File: src/verilog/mmio_pkg.sv
package mmio_pkg;

  // Request from a master, held stable through setup and access
  typedef struct packed {
    logic [7:0]  paddr;
    logic        psel;
    logic        penable;
    logic        pwrite;
    logic [31:0] pwdata;
  } apb_req_t;

  typedef struct packed {
    logic [31:0] prdata;
    logic        pready;
    logic        pslverr;
  } apb_rsp_t;

  // Register map, byte offsets on the peripheral bus
  typedef enum logic [7:0] {
    disp_core   = 8'h00,
    disp_debug  = 8'h04,
    cnt_value   = 8'h10,
    cnt_compare = 8'h14,
    cnt_ctrl    = 8'h18,
    cnt_status  = 8'h1C,
    uart_data   = 8'h20,
    uart_status = 8'h24
  } mmio_reg_e;

  typedef enum logic [1:0] {
    arb_idle,
    arb_setup,
    arb_access
  } arb_state_e;

  typedef enum logic [1:0] {
    tx_idle,
    tx_start,
    tx_data,
    tx_stop
  } uart_state_e;

  // Active low segments, bit 6 is a and bit 0 is g
  localparam logic [6:0] seg_table [16] = '{
    7'h01, 7'h4F, 7'h12, 7'h06,
    7'h4C, 7'h24, 7'h20, 7'h0F,
    7'h00, 7'h04, 7'h08, 7'h60,
    7'h31, 7'h42, 7'h30, 7'h38
  };

endpackage
File: src/verilog/mmio_top.sv
module mmio_top #(
  parameter int SCAN_DIV   = 1000,
  parameter int BAUD_DIV   = 217,
  parameter int FIFO_DEPTH = 4
) (
  input  logic               clk,
  input  logic               rst_n,
  input  mmio_pkg::apb_req_t core_req,
  output mmio_pkg::apb_rsp_t core_rsp,
  input  mmio_pkg::apb_req_t dbg_req,
  output mmio_pkg::apb_rsp_t dbg_rsp,
  input  logic               debug,
  output logic [7:0]         an,
  output logic [6:0]         sev_out,
  output logic               tx,
  output logic               cnt_irq
);

  mmio_pkg::apb_req_t bus_req;
  mmio_pkg::apb_rsp_t bus_rsp;
  logic               disp_sel;
  logic               cnt_sel;
  logic               uart_sel;
  logic               uart_full;
  logic [31:0]        disp_rdata;
  logic [31:0]        cnt_rdata;
  logic [31:0]        uart_rdata;

  apb_arbiter arb (
    .clk      (clk),
    .rst_n    (rst_n),
    .core_req (core_req),
    .core_rsp (core_rsp),
    .dbg_req  (dbg_req),
    .dbg_rsp  (dbg_rsp),
    .bus_req  (bus_req),
    .bus_rsp  (bus_rsp)
  );

  mmio_decoder dec (
    .bus_req    (bus_req),
    .bus_rsp    (bus_rsp),
    .disp_sel   (disp_sel),
    .cnt_sel    (cnt_sel),
    .uart_sel   (uart_sel),
    .disp_rdata (disp_rdata),
    .cnt_rdata  (cnt_rdata),
    .uart_rdata (uart_rdata),
    .uart_full  (uart_full)
  );

  seg_display #(.SCAN_DIV(SCAN_DIV)) disp (
    .clk     (clk),
    .rst_n   (rst_n),
    .bus_req (bus_req),
    .sel     (disp_sel),
    .rdata   (disp_rdata),
    .debug   (debug),
    .an      (an),
    .sev_out (sev_out)
  );

  event_counter cnt (
    .clk     (clk),
    .rst_n   (rst_n),
    .bus_req (bus_req),
    .sel     (cnt_sel),
    .rdata   (cnt_rdata),
    .irq     (cnt_irq)
  );

  uart_tx #(
    .BAUD_DIV   (BAUD_DIV),
    .FIFO_DEPTH (FIFO_DEPTH)
  ) uart (
    .clk     (clk),
    .rst_n   (rst_n),
    .bus_req (bus_req),
    .sel     (uart_sel),
    .rdata   (uart_rdata),
    .full    (uart_full),
    .tx      (tx)
  );

endmodule

File: src/verilog/uart_tx.sv
module uart_tx #(
  parameter int BAUD_DIV   = 217,
  parameter int FIFO_DEPTH = 4
) (
  input  logic               clk,
  input  logic               rst_n,
  input  mmio_pkg::apb_req_t bus_req,
  input  logic               sel,
  output logic [31:0]        rdata,
  output logic               full,
  output logic               tx
);

  localparam int PTR_W  = (FIFO_DEPTH > 1) ? $clog2(FIFO_DEPTH) : 1;
  localparam int CNT_W  = $clog2(FIFO_DEPTH + 1);
  localparam int BAUD_W = (BAUD_DIV > 1) ? $clog2(BAUD_DIV) : 1;

  logic [7:0]           fifo_mem [FIFO_DEPTH];
  logic [PTR_W-1:0]     wr_ptr;
  logic [PTR_W-1:0]     rd_ptr;
  logic [CNT_W-1:0]     level;
  logic                 empty;
  logic                 push;
  logic                 pop;
  mmio_pkg::uart_state_e state;
  logic [BAUD_W-1:0]    baud_cnt;
  logic                 baud_end;
  logic [2:0]           bit_idx;
  logic [7:0]           shift;
  logic                 busy;

  function automatic logic [PTR_W-1:0] next_ptr(input logic [PTR_W-1:0] ptr);
    return (ptr == PTR_W'(FIFO_DEPTH - 1)) ? '0 : ptr + 1'b1;
  endfunction

  assign full  = (level == CNT_W'(FIFO_DEPTH));
  assign empty = (level == '0);
  assign busy  = (state != mmio_pkg::tx_idle);
  assign push  = sel & bus_req.penable & bus_req.pwrite &
                 (bus_req.paddr == mmio_pkg::uart_data) & ~full;
  assign pop   = ~busy & ~empty;

  always_ff @(posedge clk) begin
    if (push) begin
      fifo_mem[wr_ptr] <= bus_req.pwdata[7:0];
    end
  end

  always_ff @(posedge clk or negedge rst_n) begin
    if (!rst_n) begin
      wr_ptr <= '0;
      rd_ptr <= '0;
      level  <= '0;
    end else begin
      if (push) begin
        wr_ptr <= next_ptr(wr_ptr);
      end
      if (pop) begin
        rd_ptr <= next_ptr(rd_ptr);
      end
      level <= level + CNT_W'(push) - CNT_W'(pop);
    end
  end

  // Baud counter restarts at every bit boundary
  assign baud_end = (baud_cnt == BAUD_W'(BAUD_DIV - 1));

  always_ff @(posedge clk or negedge rst_n) begin
    if (!rst_n) begin
      state    <= mmio_pkg::tx_idle;
      baud_cnt <= '0;
      bit_idx  <= '0;
    end else begin
      if (!busy || baud_end) begin
        baud_cnt <= '0;
      end else begin
        baud_cnt <= baud_cnt + 1'b1;
      end
      case (state)
        mmio_pkg::tx_idle: begin
          if (pop) begin
            state <= mmio_pkg::tx_start;
          end
        end
        mmio_pkg::tx_start: begin
          if (baud_end) begin
            state   <= mmio_pkg::tx_data;
            bit_idx <= '0;
          end
        end
        mmio_pkg::tx_data: begin
          if (baud_end) begin
            bit_idx <= bit_idx + 1'b1;
            if (bit_idx == 3'd7) begin
              state <= mmio_pkg::tx_stop;
            end
          end
        end
        default: begin
          if (baud_end) begin
            state <= mmio_pkg::tx_idle;
          end
        end
      endcase
    end
  end

  // LSB first
  always_ff @(posedge clk) begin
    if (pop) begin
      shift <= fifo_mem[rd_ptr];
    end else if (state == mmio_pkg::tx_data && baud_end) begin
      shift <= {1'b0, shift[7:1]};
    end
  end

  always_comb begin
    case (state)
      mmio_pkg::tx_start: tx = 1'b0;
      mmio_pkg::tx_data:  tx = shift[0];
      default:            tx = 1'b1;
    endcase
  end

  assign rdata = (bus_req.paddr == mmio_pkg::uart_status) ?
                 {29'b0, busy, empty, full} : '0;

endmodule

File: src/verilog/event_counter.sv
module event_counter (
  input  logic               clk,
  input  logic               rst_n,
  input  mmio_pkg::apb_req_t bus_req,
  input  logic               sel,
  output logic [31:0]        rdata,
  output logic               irq
);

  logic [31:0] value;
  logic [31:0] compare;
  logic        enable;
  logic        match_flag;
  logic        ovf_flag;
  logic        wr_en;
  logic        do_clear;
  logic        hit_match;
  logic        hit_wrap;

  assign wr_en     = sel & bus_req.penable & bus_req.pwrite;
  assign do_clear  = wr_en & (bus_req.paddr == mmio_pkg::cnt_ctrl) & bus_req.pwdata[1];
  assign hit_match = enable & (value == compare);
  assign hit_wrap  = enable & (value == '1);

  always_ff @(posedge clk or negedge rst_n) begin
    if (!rst_n) begin
      value      <= '0;
      compare    <= '0;
      enable     <= 1'b0;
      match_flag <= 1'b0;
      ovf_flag   <= 1'b0;
    end else begin
      if (do_clear) begin
        value <= '0;
      end else if (enable) begin
        value <= value + 1'b1;
      end
      if (wr_en && bus_req.paddr == mmio_pkg::cnt_compare) begin
        compare <= bus_req.pwdata;
      end
      if (wr_en && bus_req.paddr == mmio_pkg::cnt_ctrl) begin
        enable <= bus_req.pwdata[0];
      end
      // Write 1 to clear, a new event in the same cycle wins
      if (wr_en && bus_req.paddr == mmio_pkg::cnt_status) begin
        match_flag <= (match_flag & ~bus_req.pwdata[0]) | hit_match;
        ovf_flag   <= (ovf_flag & ~bus_req.pwdata[1]) | hit_wrap;
      end else begin
        match_flag <= match_flag | hit_match;
        ovf_flag   <= ovf_flag | hit_wrap;
      end
    end
  end

  always_comb begin
    case (bus_req.paddr)
      mmio_pkg::cnt_value:   rdata = value;
      mmio_pkg::cnt_compare: rdata = compare;
      mmio_pkg::cnt_ctrl:    rdata = {31'b0, enable};
      mmio_pkg::cnt_status:  rdata = {30'b0, ovf_flag, match_flag};
      default:               rdata = '0;
    endcase
  end

  assign irq = match_flag | ovf_flag;

endmodule

File: src/verilog/seg_display.sv
module seg_display #(
  parameter int SCAN_DIV = 1000
) (
  input  logic               clk,
  input  logic               rst_n,
  input  mmio_pkg::apb_req_t bus_req,
  input  logic               sel,
  output logic [31:0]        rdata,
  input  logic               debug,
  output logic [7:0]         an,
  output logic [6:0]         sev_out
);

  localparam int DIV_W = (SCAN_DIV > 1) ? $clog2(SCAN_DIV) : 1;

  logic [31:0]      core_word;
  logic [31:0]      debug_word;
  logic [31:0]      shown;
  logic             wr_en;
  logic [DIV_W-1:0] div_cnt;
  logic             scan_tick;
  logic [3:0]       nibble;

  assign wr_en = sel & bus_req.penable & bus_req.pwrite;

  always_ff @(posedge clk or negedge rst_n) begin
    if (!rst_n) begin
      core_word  <= '0;
      debug_word <= '0;
    end else if (wr_en) begin
      if (bus_req.paddr == mmio_pkg::disp_debug) begin
        debug_word <= bus_req.pwdata;
      end else begin
        core_word <= bus_req.pwdata;
      end
    end
  end

  assign rdata = (bus_req.paddr == mmio_pkg::disp_debug) ? debug_word : core_word;

  // Scan rate from a clock enable instead of a divided clock
  assign scan_tick = (div_cnt == DIV_W'(SCAN_DIV - 1));

  always_ff @(posedge clk or negedge rst_n) begin
    if (!rst_n) begin
      div_cnt <= '0;
    end else if (scan_tick) begin
      div_cnt <= '0;
    end else begin
      div_cnt <= div_cnt + 1'b1;
    end
  end

  // One-hot-low anode, digit 0 first
  always_ff @(posedge clk or negedge rst_n) begin
    if (!rst_n) begin
      an <= 8'b1111_1110;
    end else if (scan_tick) begin
      an <= {an[6:0], an[7]};
    end
  end

  assign shown = debug ? debug_word : core_word;

  // Pick the nibble belonging to the active anode
  always_comb begin
    nibble = shown[3:0];
    for (int k = 0; k < 8; k++) begin
      if (!an[k]) begin
        nibble = shown[4*k +: 4];
      end
    end
  end

  assign sev_out = mmio_pkg::seg_table[nibble];

endmodule

File: src/verilog/mmio_decoder.sv
module mmio_decoder (
  input  mmio_pkg::apb_req_t bus_req,
  output mmio_pkg::apb_rsp_t bus_rsp,
  output logic               disp_sel,
  output logic               cnt_sel,
  output logic               uart_sel,
  input  logic [31:0]        disp_rdata,
  input  logic [31:0]        cnt_rdata,
  input  logic [31:0]        uart_rdata,
  input  logic               uart_full
);

  mmio_pkg::mmio_reg_e reg_addr;
  logic [31:0]         rdata;
  logic                err;
  logic                hit_disp;
  logic                hit_cnt;
  logic                hit_uart;

  assign reg_addr = mmio_pkg::mmio_reg_e'(bus_req.paddr);

  always_comb begin
    hit_disp = 1'b0;
    hit_cnt  = 1'b0;
    hit_uart = 1'b0;
    rdata    = '0;
    err      = 1'b0;
    case (reg_addr)
      mmio_pkg::disp_core, mmio_pkg::disp_debug: begin
        hit_disp = 1'b1;
        rdata    = disp_rdata;
      end
      mmio_pkg::cnt_value: begin
        hit_cnt = 1'b1;
        rdata   = cnt_rdata;
        err     = bus_req.pwrite;
      end
      mmio_pkg::cnt_compare, mmio_pkg::cnt_ctrl, mmio_pkg::cnt_status: begin
        hit_cnt = 1'b1;
        rdata   = cnt_rdata;
      end
      mmio_pkg::uart_data: begin
        hit_uart = 1'b1;
        rdata    = uart_rdata;
        // Byte is dropped when the FIFO has no room
        err      = bus_req.pwrite & uart_full;
      end
      mmio_pkg::uart_status: begin
        hit_uart = 1'b1;
        rdata    = uart_rdata;
        err      = bus_req.pwrite;
      end
      default: begin
        err = 1'b1;
      end
    endcase
  end

  // A rejected access never reaches the peripheral
  assign disp_sel = bus_req.psel & hit_disp & ~err;
  assign cnt_sel  = bus_req.psel & hit_cnt & ~err;
  assign uart_sel = bus_req.psel & hit_uart & ~err;

  assign bus_rsp.prdata  = rdata;
  assign bus_rsp.pready  = bus_req.penable;
  assign bus_rsp.pslverr = bus_req.penable & err;

endmodule

File: src/verilog/apb_arbiter.sv
module apb_arbiter (
  input  logic               clk,
  input  logic               rst_n,
  input  mmio_pkg::apb_req_t core_req,
  output mmio_pkg::apb_rsp_t core_rsp,
  input  mmio_pkg::apb_req_t dbg_req,
  output mmio_pkg::apb_rsp_t dbg_rsp,
  output mmio_pkg::apb_req_t bus_req,
  input  mmio_pkg::apb_rsp_t bus_rsp
);

  mmio_pkg::arb_state_e state;
  mmio_pkg::apb_req_t   granted;
  logic                 owner_dbg;
  // Winner of the last contended grant
  logic                 last_dbg;
  logic                 grant_dbg;
  logic                 in_access;

  // Debug wins when alone, or on contention when core won last time
  assign grant_dbg = dbg_req.psel & (~core_req.psel | ~last_dbg);

  always_ff @(posedge clk or negedge rst_n) begin
    if (!rst_n) begin
      state     <= mmio_pkg::arb_idle;
      owner_dbg <= 1'b0;
      last_dbg  <= 1'b1;
    end else begin
      case (state)
        mmio_pkg::arb_idle: begin
          if (core_req.psel | dbg_req.psel) begin
            state     <= mmio_pkg::arb_setup;
            owner_dbg <= grant_dbg;
            if (core_req.psel & dbg_req.psel) begin
              last_dbg <= grant_dbg;
            end
          end
        end
        mmio_pkg::arb_setup: begin
          state <= mmio_pkg::arb_access;
        end
        mmio_pkg::arb_access: begin
          if (bus_rsp.pready) begin
            state <= mmio_pkg::arb_idle;
          end
        end
        default: begin
          state <= mmio_pkg::arb_idle;
        end
      endcase
    end
  end

  assign granted   = owner_dbg ? dbg_req : core_req;
  assign in_access = (state == mmio_pkg::arb_access);

  // Replay the winner's request with our own phase control
  always_comb begin
    bus_req = '0;
    if (state != mmio_pkg::arb_idle) begin
      bus_req         = granted;
      bus_req.psel    = 1'b1;
      bus_req.penable = in_access;
    end
  end

  // Only the owner sees the response, the other master waits
  assign core_rsp = (in_access && !owner_dbg) ? bus_rsp : '0;
  assign dbg_rsp  = (in_access && owner_dbg) ? bus_rsp : '0;

endmodule

File: config.mk
export PLATFORM = sky130hd
export DESIGN_NAME = mmio_top
export DESIGN_NICKNAME = d
export VERILOG_FILES = /design/src/verilog/mmio_pkg.sv /design/src/verilog/mmio_top.sv /design/src/verilog/uart_tx.sv /design/src/verilog/event_counter.sv /design/src/verilog/seg_display.sv /design/src/verilog/mmio_decoder.sv /design/src/verilog/apb_arbiter.sv
export SDC_FILE = /design/constraint.sdc
export NUM_CORES = 1
export LEC_CHECK = 0
export BUFFER_PORTS_ARGS = -buffer_cell sky130_fd_sc_hd__buf_2
export CORE_ASPECT_RATIO = 0.6
export CORE_UTILIZATION = 64
export CTS_CLUSTER_DIAMETER = 80
export DETAILED_ROUTE_END_ITERATION = 6
export PLACE_DENSITY_LB_ADDON = 0.15
export REMOVE_ABC_BUFFERS = 1
export SYNTH_ARGS = -nofsm -noshare
export SYNTH_HDL_FRONTEND = slang
export SYNTH_HIERARCHICAL = 1
export SYNTH_SLANG_ARGS = --single-unit
File: constraint.sdc
create_clock -name clk -period 5.6 [get_ports clk]
set_clock_uncertainty 0.2 [all_clocks]
set_input_delay 0.28 -clock clk [delete_from_list [all_inputs] [get_ports clk]]
set_output_delay 0.28 -clock clk [all_outputs]
set_load 0.02 [all_outputs]
==> results of run 1 <==
[worst paths after layout]
check / from / end / slack, ns / depth (start not counted)
max in group asynchronous: rst_n / disp/core_word[27]$_DFFE_PN0P_ / 3.85 / 3
min reg2reg: disp/div_cnt[0]$_DFF_PN0_ / disp/div_cnt[0]$_DFF_PN0_ / 0.29 / 1
min: core_req[30] / disp/core_word[30]$_DFFE_PN0P_ / 0.07 / 4
max: arb/state[0]$_DFFE_PN0P_ / core_rsp[11] / 1.17 / 10
min in group asynchronous: rst_n / disp/div_cnt[4]$_DFF_PN0_ / 0.16 / 2
max reg2reg: arb/state[0]$_DFFE_PN0P_ / uart/level[2]$_DFF_PN0_ / 1.51 / 15
[worst max-delay path: cells and delay by family, from the launching register on]
family	cells	cell delay (ns)
buffers and inverters	2	0.49
DFF	1	0.49
muxes	2	0.57
and+or+nand+nor	5	1.75
AOI/OAI and AO/OA	1	0.12
[routing by layer]
metal / vias up / GRT usage [%] / wire, µm
met5: - / 0 / 0
met4: 0 / 5.97 / 569
met3: 41 / 5.71 / 2920
met2: 412 / 46.1 / 14400
met1: 4866 / 50.1 / 16300
li1: 4455 / - / -
[cell type report]
class | count | share of cell area [%]
multi-input cells | 877 | 49.1
flip-flops and latches | 213 | 36.9
repair buffers | 192 | 6.85
clock buffers | 28 | 3.87
well taps | 273 | 2.27
inverters | 21 | 0.525
clock inverters | 9 | 0.466
[Yosys cell counts (all sizes together) (12+ instances only)]
library cell  instances  area, µm²
xnor2                32        280
nand2                49        186
ha                   22        275
nor3                 12       87.6
edfxtp               40       1200
a22o                 32        282
dfrtp               165       4130
xor2                 47        412
buf                  91        674
nand4                18        128
nand3                29        158
mux2i               106       1060
and2                 74        463
nor2                114        459
clkbuf               17       66.3
o21ai                21        109
inv                  21       78.8
mux2                144       1740
o2bb2ai              33        477
[logic make-up (layout without fill, tap and decap cells)]
group	after synthesis	count (layout)
compound gates	131	131
mux	259	259
xor+xnor	79	79
flops	213	213
other cells	1	29
buf+inv	129	250
simple gates	356	356
fa+ha+maj	23	23
[state kept, by name, indices dropped and copies added, names as in the netlist, 10 cells and up]
name / count
cnt/compare: 32
cnt/value: 32
disp/core_word: 32
uart/fifo_mem: 32
disp/div_cnt: 10
disp/debug_word: 32
[power breakdown]
part / leakage (nW) / switching (mW) / internal, mW
logic: 4.10 / 1.30 / 0.773
clock network: 0.324 / 0.600 / 0.776
registers: 2.52 / 0.218 / 1.76
total: 6.95 / 2.11 / 3.31
==> impl_metrics.tcl, run 1 <==
set metrics [dict create \
    htreeDepth 1 \
    dp_slack_ns 1.58 \
    fin_util_pct 73.6 \
    arrival_ns 3.95 \
    core_area_um2 20400 \
    synth_xor_area_share_pct 5.09 \
    num_vias 9774 \
    drt_iter0_drc 711 \
    dieWidth_um 190 \
    grt_pass1_wl_um 53300 \
    power_density_nw_per_um2 361 \
    multiInputGateArea_um2 7380 \
    seq_area_frac_synth_pct 40.8 \
    firstDrtPassIters 5 \
    syn_area_per_cell_um2 11.4 \
    cts.sinks 213 \
    antenna_found_initial 0 \
    wl_per_cell_um 21.2 \
    viasPerCell 6.06 \
    clockBufferDepth 3 \
    clk_pin_slew_ns 0.06 \
    die-height_um 115 \
    cpPeakStageDelay_ns 0.67 \
    total_leakage_power_nw 6.95 \
    seqCellArea_um2 5540 \
    max_freq_ghz 0.226 \
    postCtsSetupBuffers 0 \
    cap_violations 0 \
    synth-adder-area-share_pct 2.17 \
    final_cell_area_um2 15000 \
    cts-buffers-inserted 21 \
    layout_commonest_cell "buf_2" \
    placed_area_um2 14300 \
    io_buffers 171 \
    cts-resized-gates 0 \
    synth_top_family_by_area "multiplexers" \
    grt_max_degree 70 \
    synth_seq_cells 213 \
    rsz0062_at_grt "false" \
    crit_chain "nor2_4 > nor2_1 > nor4b_1 > nand2_1 > buf_4 > mux2_2 > mux2i_1 > o2bb2ai_2 > and2_1 > buf_2" \
    dieArea_um2 21800 \
    start_util_pct 66.6 \
    synth_cell_types 88 \
    startpoint_type "register" \
    grt_pass1_vias 9288 \
    synth-edff-count 40 \
    fin_setup_tns_ns 0 \
    ys_warn_count 6 \
    outcome "finished clean" \
    slew_headroom_pct 21.1 \
    setup_viol 0 \
    drive_gt1_share_pct 33.6 \
    report.final.hold_viol_count 0 \
    yosys.area_share.simple_pct 14.8 \
    routed_wirelength_um 34100 \
    cp-end-kind "output pin" \
    clock-root-buffer "clkbuf_16" \
    vdd_ir_drop_max_v 0.000343 \
    synthMuxAreaShare_pct 22.1 \
    drv_slew 0 \
    io_pins 174 \
    hold_buffers 4 \
    antenna_cells 0 \
    hold_ws_ns 0.0724 \
    fp-row-count 40 \
    fin_cells 1613 \
    dp_hpwl_um 23100 \
    fin_crit_ns 4.43 \
    hold_class "input port to register" \
    worst_slack_ns 1.17 \
    gp_routability_congestion 0.906 \
    power_mw 5.42 \
    grtUsageTotal_pct 31.9 \
    cts_tree "yes" \
    cp_max_fo 32 \
    worst_pin_slew_ns 1.17 \
    syn2layout_area_growth_pct 10.5 \
    nets 1438 \
    synth_flop_cell "dfrtp_1" \
    ant_nets 0 \
    dp.cells 1572 \
    syn_area_um2 13600 \
    worstSetupPathType "register to output pin" \
    worstSkewPairLatency_ns 0.50 \
    fin_crit_sh_pct 79.0 \
    grt-ovfl-total 0 \
    drc 0 \
    cpMaxStageDelayCell "nor4b_1" \
    layout_common_cells "170 x buf_2, 164 x dfrtp_1, 112 x mux2_2" \
    async_flop_share_pct 81.2 \
    fillers 1444 \
    synth_compound_area_share_pct 9.08 \
    worstPathRequired_ns 5.12 \
    syn_inst 1191 \
]
No activity file was read; power rests on OpenSTA's default activity.
==> inputs of run 2 (changes only) <==
--- a/config.mk
+++ b/config.mk
@@ -5,9 +5,10 @@
 export SDC_FILE = /design/constraint.sdc
 export NUM_CORES = 1
 export LEC_CHECK = 0
+export ABC_AREA = 1
 export BUFFER_PORTS_ARGS = -buffer_cell sky130_fd_sc_hd__buf_2
 export CORE_ASPECT_RATIO = 0.6
-export CORE_UTILIZATION = 64
+export CORE_UTILIZATION = 54
 export CTS_CLUSTER_DIAMETER = 80
 export DETAILED_ROUTE_END_ITERATION = 6
 export PLACE_DENSITY_LB_ADDON = 0.15
==> constraint.sdc (replaced) <==
create_clock -name clk -period 4 [get_ports clk]
set_clock_uncertainty 0.2 [all_clocks]
set_input_delay 0.2 -clock clk [delete_from_list [all_inputs] [get_ports clk]]
set_output_delay 0.2 -clock clk [all_outputs]
set_load 0.02 [all_outputs]
==> run 2 against run 1 <==
Utilization down 9.6 points. Die area increased by 24%. Area after synthesis increased by 5.3%. Critical path depth increased by 4. Critical path type unchanged. Clock power is 36% higher. Worst setup slack worse by 0.95 ns. First-iteration DRC count is 82% higher. Synthesized cell count grew 69%. Flip-flop and latch count is the same. Hold slack got worse by 0.055 ns.
==> impl_metrics.tcl, run 2 <==
set metrics [dict create \
    layout_common_cells "642 x nand2_1, 246 x inv_1, 223 x nor2_1" \
    placed_area_um2 15200 \
    fin_crit_sh_pct 94.5 \
    cts_tree "yes" \
    synth_seq_cells 213 \
    routed_wirelength_um 41600 \
    layout_commonest_cell "nand2_1" \
    syn_area_per_cell_um2 7.11 \
    cpMaxStageDelayCell "dfrtp_1" \
    nets 2320 \
    ant_nets 0 \
    yosys.area.top_type_share_pct 28.9 \
    dieArea_um2 27200 \
    hold_ws_ns 0.0174 \
    cpPeakStageDelay_ns 0.44 \
    hold_path_depth 3 \
    cp_max_fo 12 \
    fp-row-count 45 \
    power_mw 7.78 \
    arrival_ns 3.38 \
    cts-buffers-inserted 21 \
    outcome "finished clean" \
    clk_pin_slew_ns 0.07 \
    p_seq_share_pct 33.9 \
    cap_violations 0 \
    antenna_found_initial 0 \
    yosysTopAreaCell "dfrtp_1" \
    start_util_pct 55.7 \
    drt_iter0_drc 1292 \
    postCtsSetupBuffers 0 \
    core_area_um2 25700 \
    syn2layout_area_growth_pct 14.8 \
    die-height_um 128 \
    synth_cell_types 55 \
    total_leakage_power_nw 8.19 \
    slew_headroom_pct 35.9 \
    synth-edff-count 40 \
    cp-end-kind "output pin" \
    worstSetupPathType "register to output pin" \
    grt-ovfl-total 0 \
    crit_top_cell "nand2_1" \
    dp_hpwl_um 28900 \
    antenna_cells 0 \
    startpoint_type "register" \
    clockBufferDepth 3 \
    syn_inst 2012 \
    seq_area_frac_synth_pct 38.7 \
    firstDrtPassIters 5 \
    worst_slack_ns 0.220 \
    gp_routability_congestion 0.957 \
    report.final.hold_viol_count 0 \
    crit_chain "nor2_4 > a21oi_1 > buf_4 > nor4_1 > nand2_1 > clkinvlp_4 > buf_4 > nand2_1 > nand2_1 > nand2_1 > nand3_2 > inv_1 > nor2_1 > buf_2" \
    htreeDepth 1 \
    power_density_nw_per_um2 474 \
    drc 0 \
    setup_viol 0 \
    synth_commonest_cells "644 x nand2_1, 246 x inv_1, 224 x nor2_1" \
    r2r_cells 15 \
    async_flop_share_pct 81.2 \
    power.switching_mw 3.31 \
    max_freq_ghz 0.265 \
    clockPowerShare_pct 24.0 \
    synth.top_cells.by_area "dfrtp_1 29%, nand2_1 17%, edfxtp_1 8.4%, inv_1 6.5%, nor2_1 5.9%" \
    synth_flop_cell "dfrtp_1" \
    dieWidth_um 212 \
    drive_gt1_share_pct 16.9 \
    rsz0062_at_grt "false" \
    io_buffers 171 \
    yosysMostFrequentCell "nand2_1" \
    io_pins 174 \
    fin_crit_ns 3.78 \
    power.internal_mw 4.47 \
    ys_warn_count 6 \
    worstPathRequired_ns 3.60 \
    worstSkewPairLatency_ns 0.53 \
    grt_pass1_vias 12300 \
    drv_slew 0 \
    syn_area_um2 14300 \
    wl_per_cell_um 16.1 \
    grt_pass1_wl_um 65600 \
    viasPerCell 5.29 \
    vdd_ir_drop_max_v 0.000705 \
    num_vias 13600 \
    grtUsageTotal_pct 31.0 \
    hold_class "input port to register" \
    dp_slack_ns 0.173 \
    final_cell_area_um2 16400 \
    worst_pin_slew_ns 0.959 \
    grt_max_degree 88 \
    p_sw_share_pct 42.6 \
    cts.sinks 213 \
    clock-root-buffer "clkbuf_16" \
    p_comb_share_pct 42.1 \
]
[run 2: cell types whose count changed after synthesis, moves of 46 or more]
cell,before,now
mux2i_1,106,0
nand3_1,28,74
nand2_1,48,644
and2_1,74,0
nor2_1,107,224
mux2_2,112,0
inv_1,21,246
o21ai_0,19,140
a21oi_1,9,86
[run 2: final timing paths]
check	end	start	slack (ns)
worst max-delay path	core_rsp[32]	arb/state[0]$_DFFE_PN0P_	0.22
worst min-delay path	uart/fifo_mem[3][6]$_DFFE_PP_	core_req[6]	0.02
worst max register to register	uart/level[2]$_DFF_PN0_	arb/state[0]$_DFFE_PN0P_	0.30
worst min register to register	disp/div_cnt[0]$_DFF_PN0_	disp/div_cnt[0]$_DFF_PN0_	0.27
max in group asynchronous	disp/core_word[28]$_DFFE_PN0P_	rst_n	2.54
min in group asynchronous	uart/rd_ptr[0]$_DFFE_PN0N_	rst_n	0.08
[run 2: area by class of cell]
| class | instances | area (µm²) |
|---|---|---|
| Clock buffer | 31 | 573 |
| Clock inverter | 7 | 41.3 |
| Fill cell | 2328 | 9250 |
| Inverter | 254 | 967 |
| Multi-Input combinational cell | 1464 | 7190 |
| Sequential cell | 213 | 5540 |
| Tap cell | 352 | 440 |
| Timing Repair Buffer | 254 | 1670 |
[run 2: cell families (layout without fill, tap and decap cells)]
| group | after synthesis | in the layout | synth area share, % |
|---|---|---|---|
| fa+ha+maj | 23 | 23 | 2.06 |
| compound gates | 304 | 304 | 11.6 |
| xor+xnor | 21 | 21 | 1.29 |
| buf+inv | 364 | 546 | 12.1 |
| flops | 213 | 213 | 38.7 |
| simple gates | 1086 | 1087 | 34.2 |
| other cells | 1 | 29 | 0.0262 |
[run 2: timing repair]
action / 4_1_cts / 5_1_grt
endpoints found under the setup margin: 16 / 26
resized for setup: 1 / 8
cloned: 0 / 1
endpoints found under the hold margin: 162 / 0
hold buffers: 54 / 0
pin swaps: 0 / 1
[run 2: worst max-delay path: cells and delay by family, from the launching register on]
family / cells / cell delay (ns)
AO/OA/AOI/OAI: 1 / 0.15
AND/OR/NAND/NOR: 8 / 1.27
buffers and inverters: 5 / 1.00
flip-flops: 1 / 0.44
[run 2: through the flow]
step,cells,setup TNS (ns),utilization [%]
6_report,2575,0,64.0
5_1_grt,2575,0,64.0
4_1_cts,2574,0,63.8
3_5_place_dp,2482,0,59.3
3_3_place_gp,2482,0,59.3
2_1_floorplan,1930,-70.24,-
[run 2: routing by layer]
layer / global-route usage [%] / part of all wire, %
met5: 0 / 0
met2: 43.5 / 40
met3: 6.79 / 10
met4: 5.41 / 1.1
met1: 48.5 / 49
[run 2: power by group through the flow]
stage / clock network, mW / registers, mW / logic [mW]
after floorplan: 0 / 2.65 / 1.90
after global placement: 0 / 2.66 / 2.90
after detailed placement: 0 / 2.67 / 2.96
after CTS: 1.91 / 2.63 / 3.18
after global routing: 1.99 / 2.66 / 3.60
final: 1.87 / 2.63 / 3.28
==> inputs of run 3 (changes only) <==
--- a/config.mk
+++ b/config.mk
@@ -8,6 +8,7 @@
 export ABC_AREA = 1
 export BUFFER_PORTS_ARGS = -buffer_cell sky130_fd_sc_hd__buf_2
 export CORE_ASPECT_RATIO = 0.6
+export CORE_MARGIN = 2
 export CORE_UTILIZATION = 54
 export CTS_CLUSTER_DIAMETER = 80
 export DETAILED_ROUTE_END_ITERATION = 6
==> run 3 against run 2 <==
Register-to-register slack improved by 0.08 ns. Highest routed layer unchanged. Largest cell class unchanged. Flip-flop and latch count did not move. First-iteration DRC count up 18%. Final cell count grew 0.74%. Largest power group unchanged. Global-route usage is 1.5 points lower. Critical path type unchanged.
==> impl_metrics.tcl, run 3 (synthesis gave the netlist of run 2 again) <==
set metrics [dict create \
    outcome "finished clean" \
    dieArea_um2 27900 \
    grt_max_degree 85 \
    cp_num_buf_inv 6 \
    cp-end-kind "output pin" \
    cts.sinks 213 \
    grtUsageTotal_pct 29.5 \
    drc 0 \
    drt_iter0_drc 1529 \
    nets 2330 \
    fin_crit_sh_pct 95.5 \
    gp_routability_congestion 0.933 \
    cap_violations 0 \
    fin_setup_tns_ns 0 \
    arrival_ns 3.42 \
    max_freq_ghz 0.262 \
    dp_hpwl_um 29200 \
    r2r_setup_slack_ns 0.38 \
    hold_ws_ns 0.0128 \
    viasPerCell 5.20 \
    grt_pass1_vias 11900 \
    grt_pass1_wl_um 65000 \
    layout_common_cells "642 x nand2_1, 246 x inv_1, 224 x nor2_1" \
    cts_tree "yes" \
    vdd_ir_drop_max_v 0.000543 \
    io_buffers 171 \
    crit_chain "inv_2 > nand2_1 > a21oi_1 > buf_4 > nor4_1 > nand2_1 > clkinv_1 > buf_4 > nand2_1 > nand2_1 > nand2_1 > nand3_2 > inv_1 > nor2_1 > buf_2" \
    critPathTopFamily "buffers and inverters" \
    dp.cells 2495 \
    drv_slew 0 \
    drive_gt1_share_pct 17.1 \
    clockBufferDepth 3 \
    cpPeakStageDelay_ns 0.48 \
    ant_nets 0 \
    cp_max_fo 12 \
    setup_viol 0 \
    worstSetupPathType "register to output pin" \
    report.final.hold_viol_count 0 \
    layout_commonest_cell "nand2_1" \
    cpMaxStageDelayCell "dfrtp_2" \
    antenna_cells 0 \
    core_area_um2 26200 \
    syn2layout_area_growth_pct 16.0 \
    cts-buffers-inserted 22 \
    clk_pin_slew_ns 0.07 \
    crit_top_cell "nand2_1" \
    antenna_found_initial 0 \
    worstPathRequired_ns 3.60 \
    dieWidth_um 214 \
    p_seq_share_pct 33.1 \
    power_density_nw_per_um2 480 \
    firstDrtPassIters 5 \
    power.internal_mw 4.66 \
    power.switching_mw 3.30 \
    wl_per_cell_um 15.8 \
    start_util_pct 54.5 \
    num_vias 13500 \
    io_pins 174 \
    fin_crit_ns 3.82 \
    hold_class "input port to async pin" \
    worst_pin_slew_ns 0.933 \
    power_mw 7.96 \
    slew_headroom_pct 37.6 \
    total_leakage_power_nw 8.29 \
    clock-root-buffer "clkbuf_16" \
    p_comb_share_pct 40.7 \
    die-height_um 130 \
    placed_area_um2 15300 \
    fin_cells 2594 \
    seqCellArea_um2 5540 \
    fp-row-count 46 \
    startpoint_type "register" \
    routed_wirelength_um 41100 \
    multiInputGateArea_um2 7180 \
    rsz0062_at_grt "false" \
    htreeDepth 1 \
    fillers 2385 \
    final_cell_area_um2 16600 \
    p_sw_share_pct 41.4 \
    postCtsSetupBuffers 0 \
    grt-ovfl-total 0 \
    clockPowerShare_pct 26.3 \
    worstSkewPairLatency_ns 0.54 \
]
[run 3: metal layers]
layer | GRT usage (%) | vias up | wire (µm)
met5 | 0 | - | 0
met4 | 4.70 | 0 | 484
met3 | 4.97 | 29 | 3580
met2 | 42.1 | 491 | 16600
met1 | 47.1 | 6294 | 20500
li1 | - | 6684 | -
[run 3: power by group through the flow]
stage	Clock [mW]	Sequential [mW]	Combinational (mW)
global placement	0	2.66	2.89
floorplan	0	2.65	1.90
global route	2.19	2.66	3.60
finish	2.09	2.63	3.24
CTS	2.12	2.63	3.20
detailed placement	0	2.67	2.96
[run 3: timing repair]
action / in CTS / in global routing
endpoints found under the hold margin: 146 / 0
endpoints found under the setup margin: 64 / 32
hold buffers: 59 / 0
resized for setup: 2 / 3
[run 3: worst paths after layout]
| path | from | to | cells past startpoint |
|---|---|---|---|
| max | arb/owner_dbg$_DFFE_PN0P_ | core_rsp[23] | 15 |
| min | rst_n | uart/rd_ptr[0]$_DFFE_PN0N_ | 2 |
| max reg2reg | arb/owner_dbg$_DFFE_PN0P_ | uart/level[2]$_DFF_PN0_ | 19 |
| min reg2reg | disp/div_cnt[0]$_DFF_PN0_ | disp/div_cnt[0]$_DFF_PN0_ | 1 |
| max in group asynchronous | rst_n | cnt/compare[31]$_DFFE_PN0P_ | 3 |
| min in group clk | core_req[7] | uart/fifo_mem[3][7]$_DFFE_PP_ | 3 |
[run 3: per-stage QoR]
stage          setup slack [ns]  util, %
2_1_floorplan            -0.751        -
3_3_place_gp              0.332     58.2
3_5_place_dp              0.259     58.2
4_1_cts                  0.0204     63.2
5_1_grt                  0.0355     63.2
6_report                  0.179     63.2
[run 3: worst register-to-register path: cells and delay by family (launching register included)]
kind / cells / cell delay [ns]
XOR/XNOR: 1 / 0.17
adder cells (fa/ha/maj): 3 / 0.82
flip-flops: 1 / 0.46
buffers and inverters: 4 / 0.61
AND/OR/NAND/NOR: 10 / 1.01
AO/OA/AOI/OAI: 1 / 0.25
[run 3: cell type report]
cell class                 count  area share (%)
multi-input combinational   1463            43.2
sequential                   213            33.4
timing repair buffer         264            10.5
inverter                     254            5.79
clock buffer                  32            3.85
tap                          360            2.71
clock inverter                 8           0.460
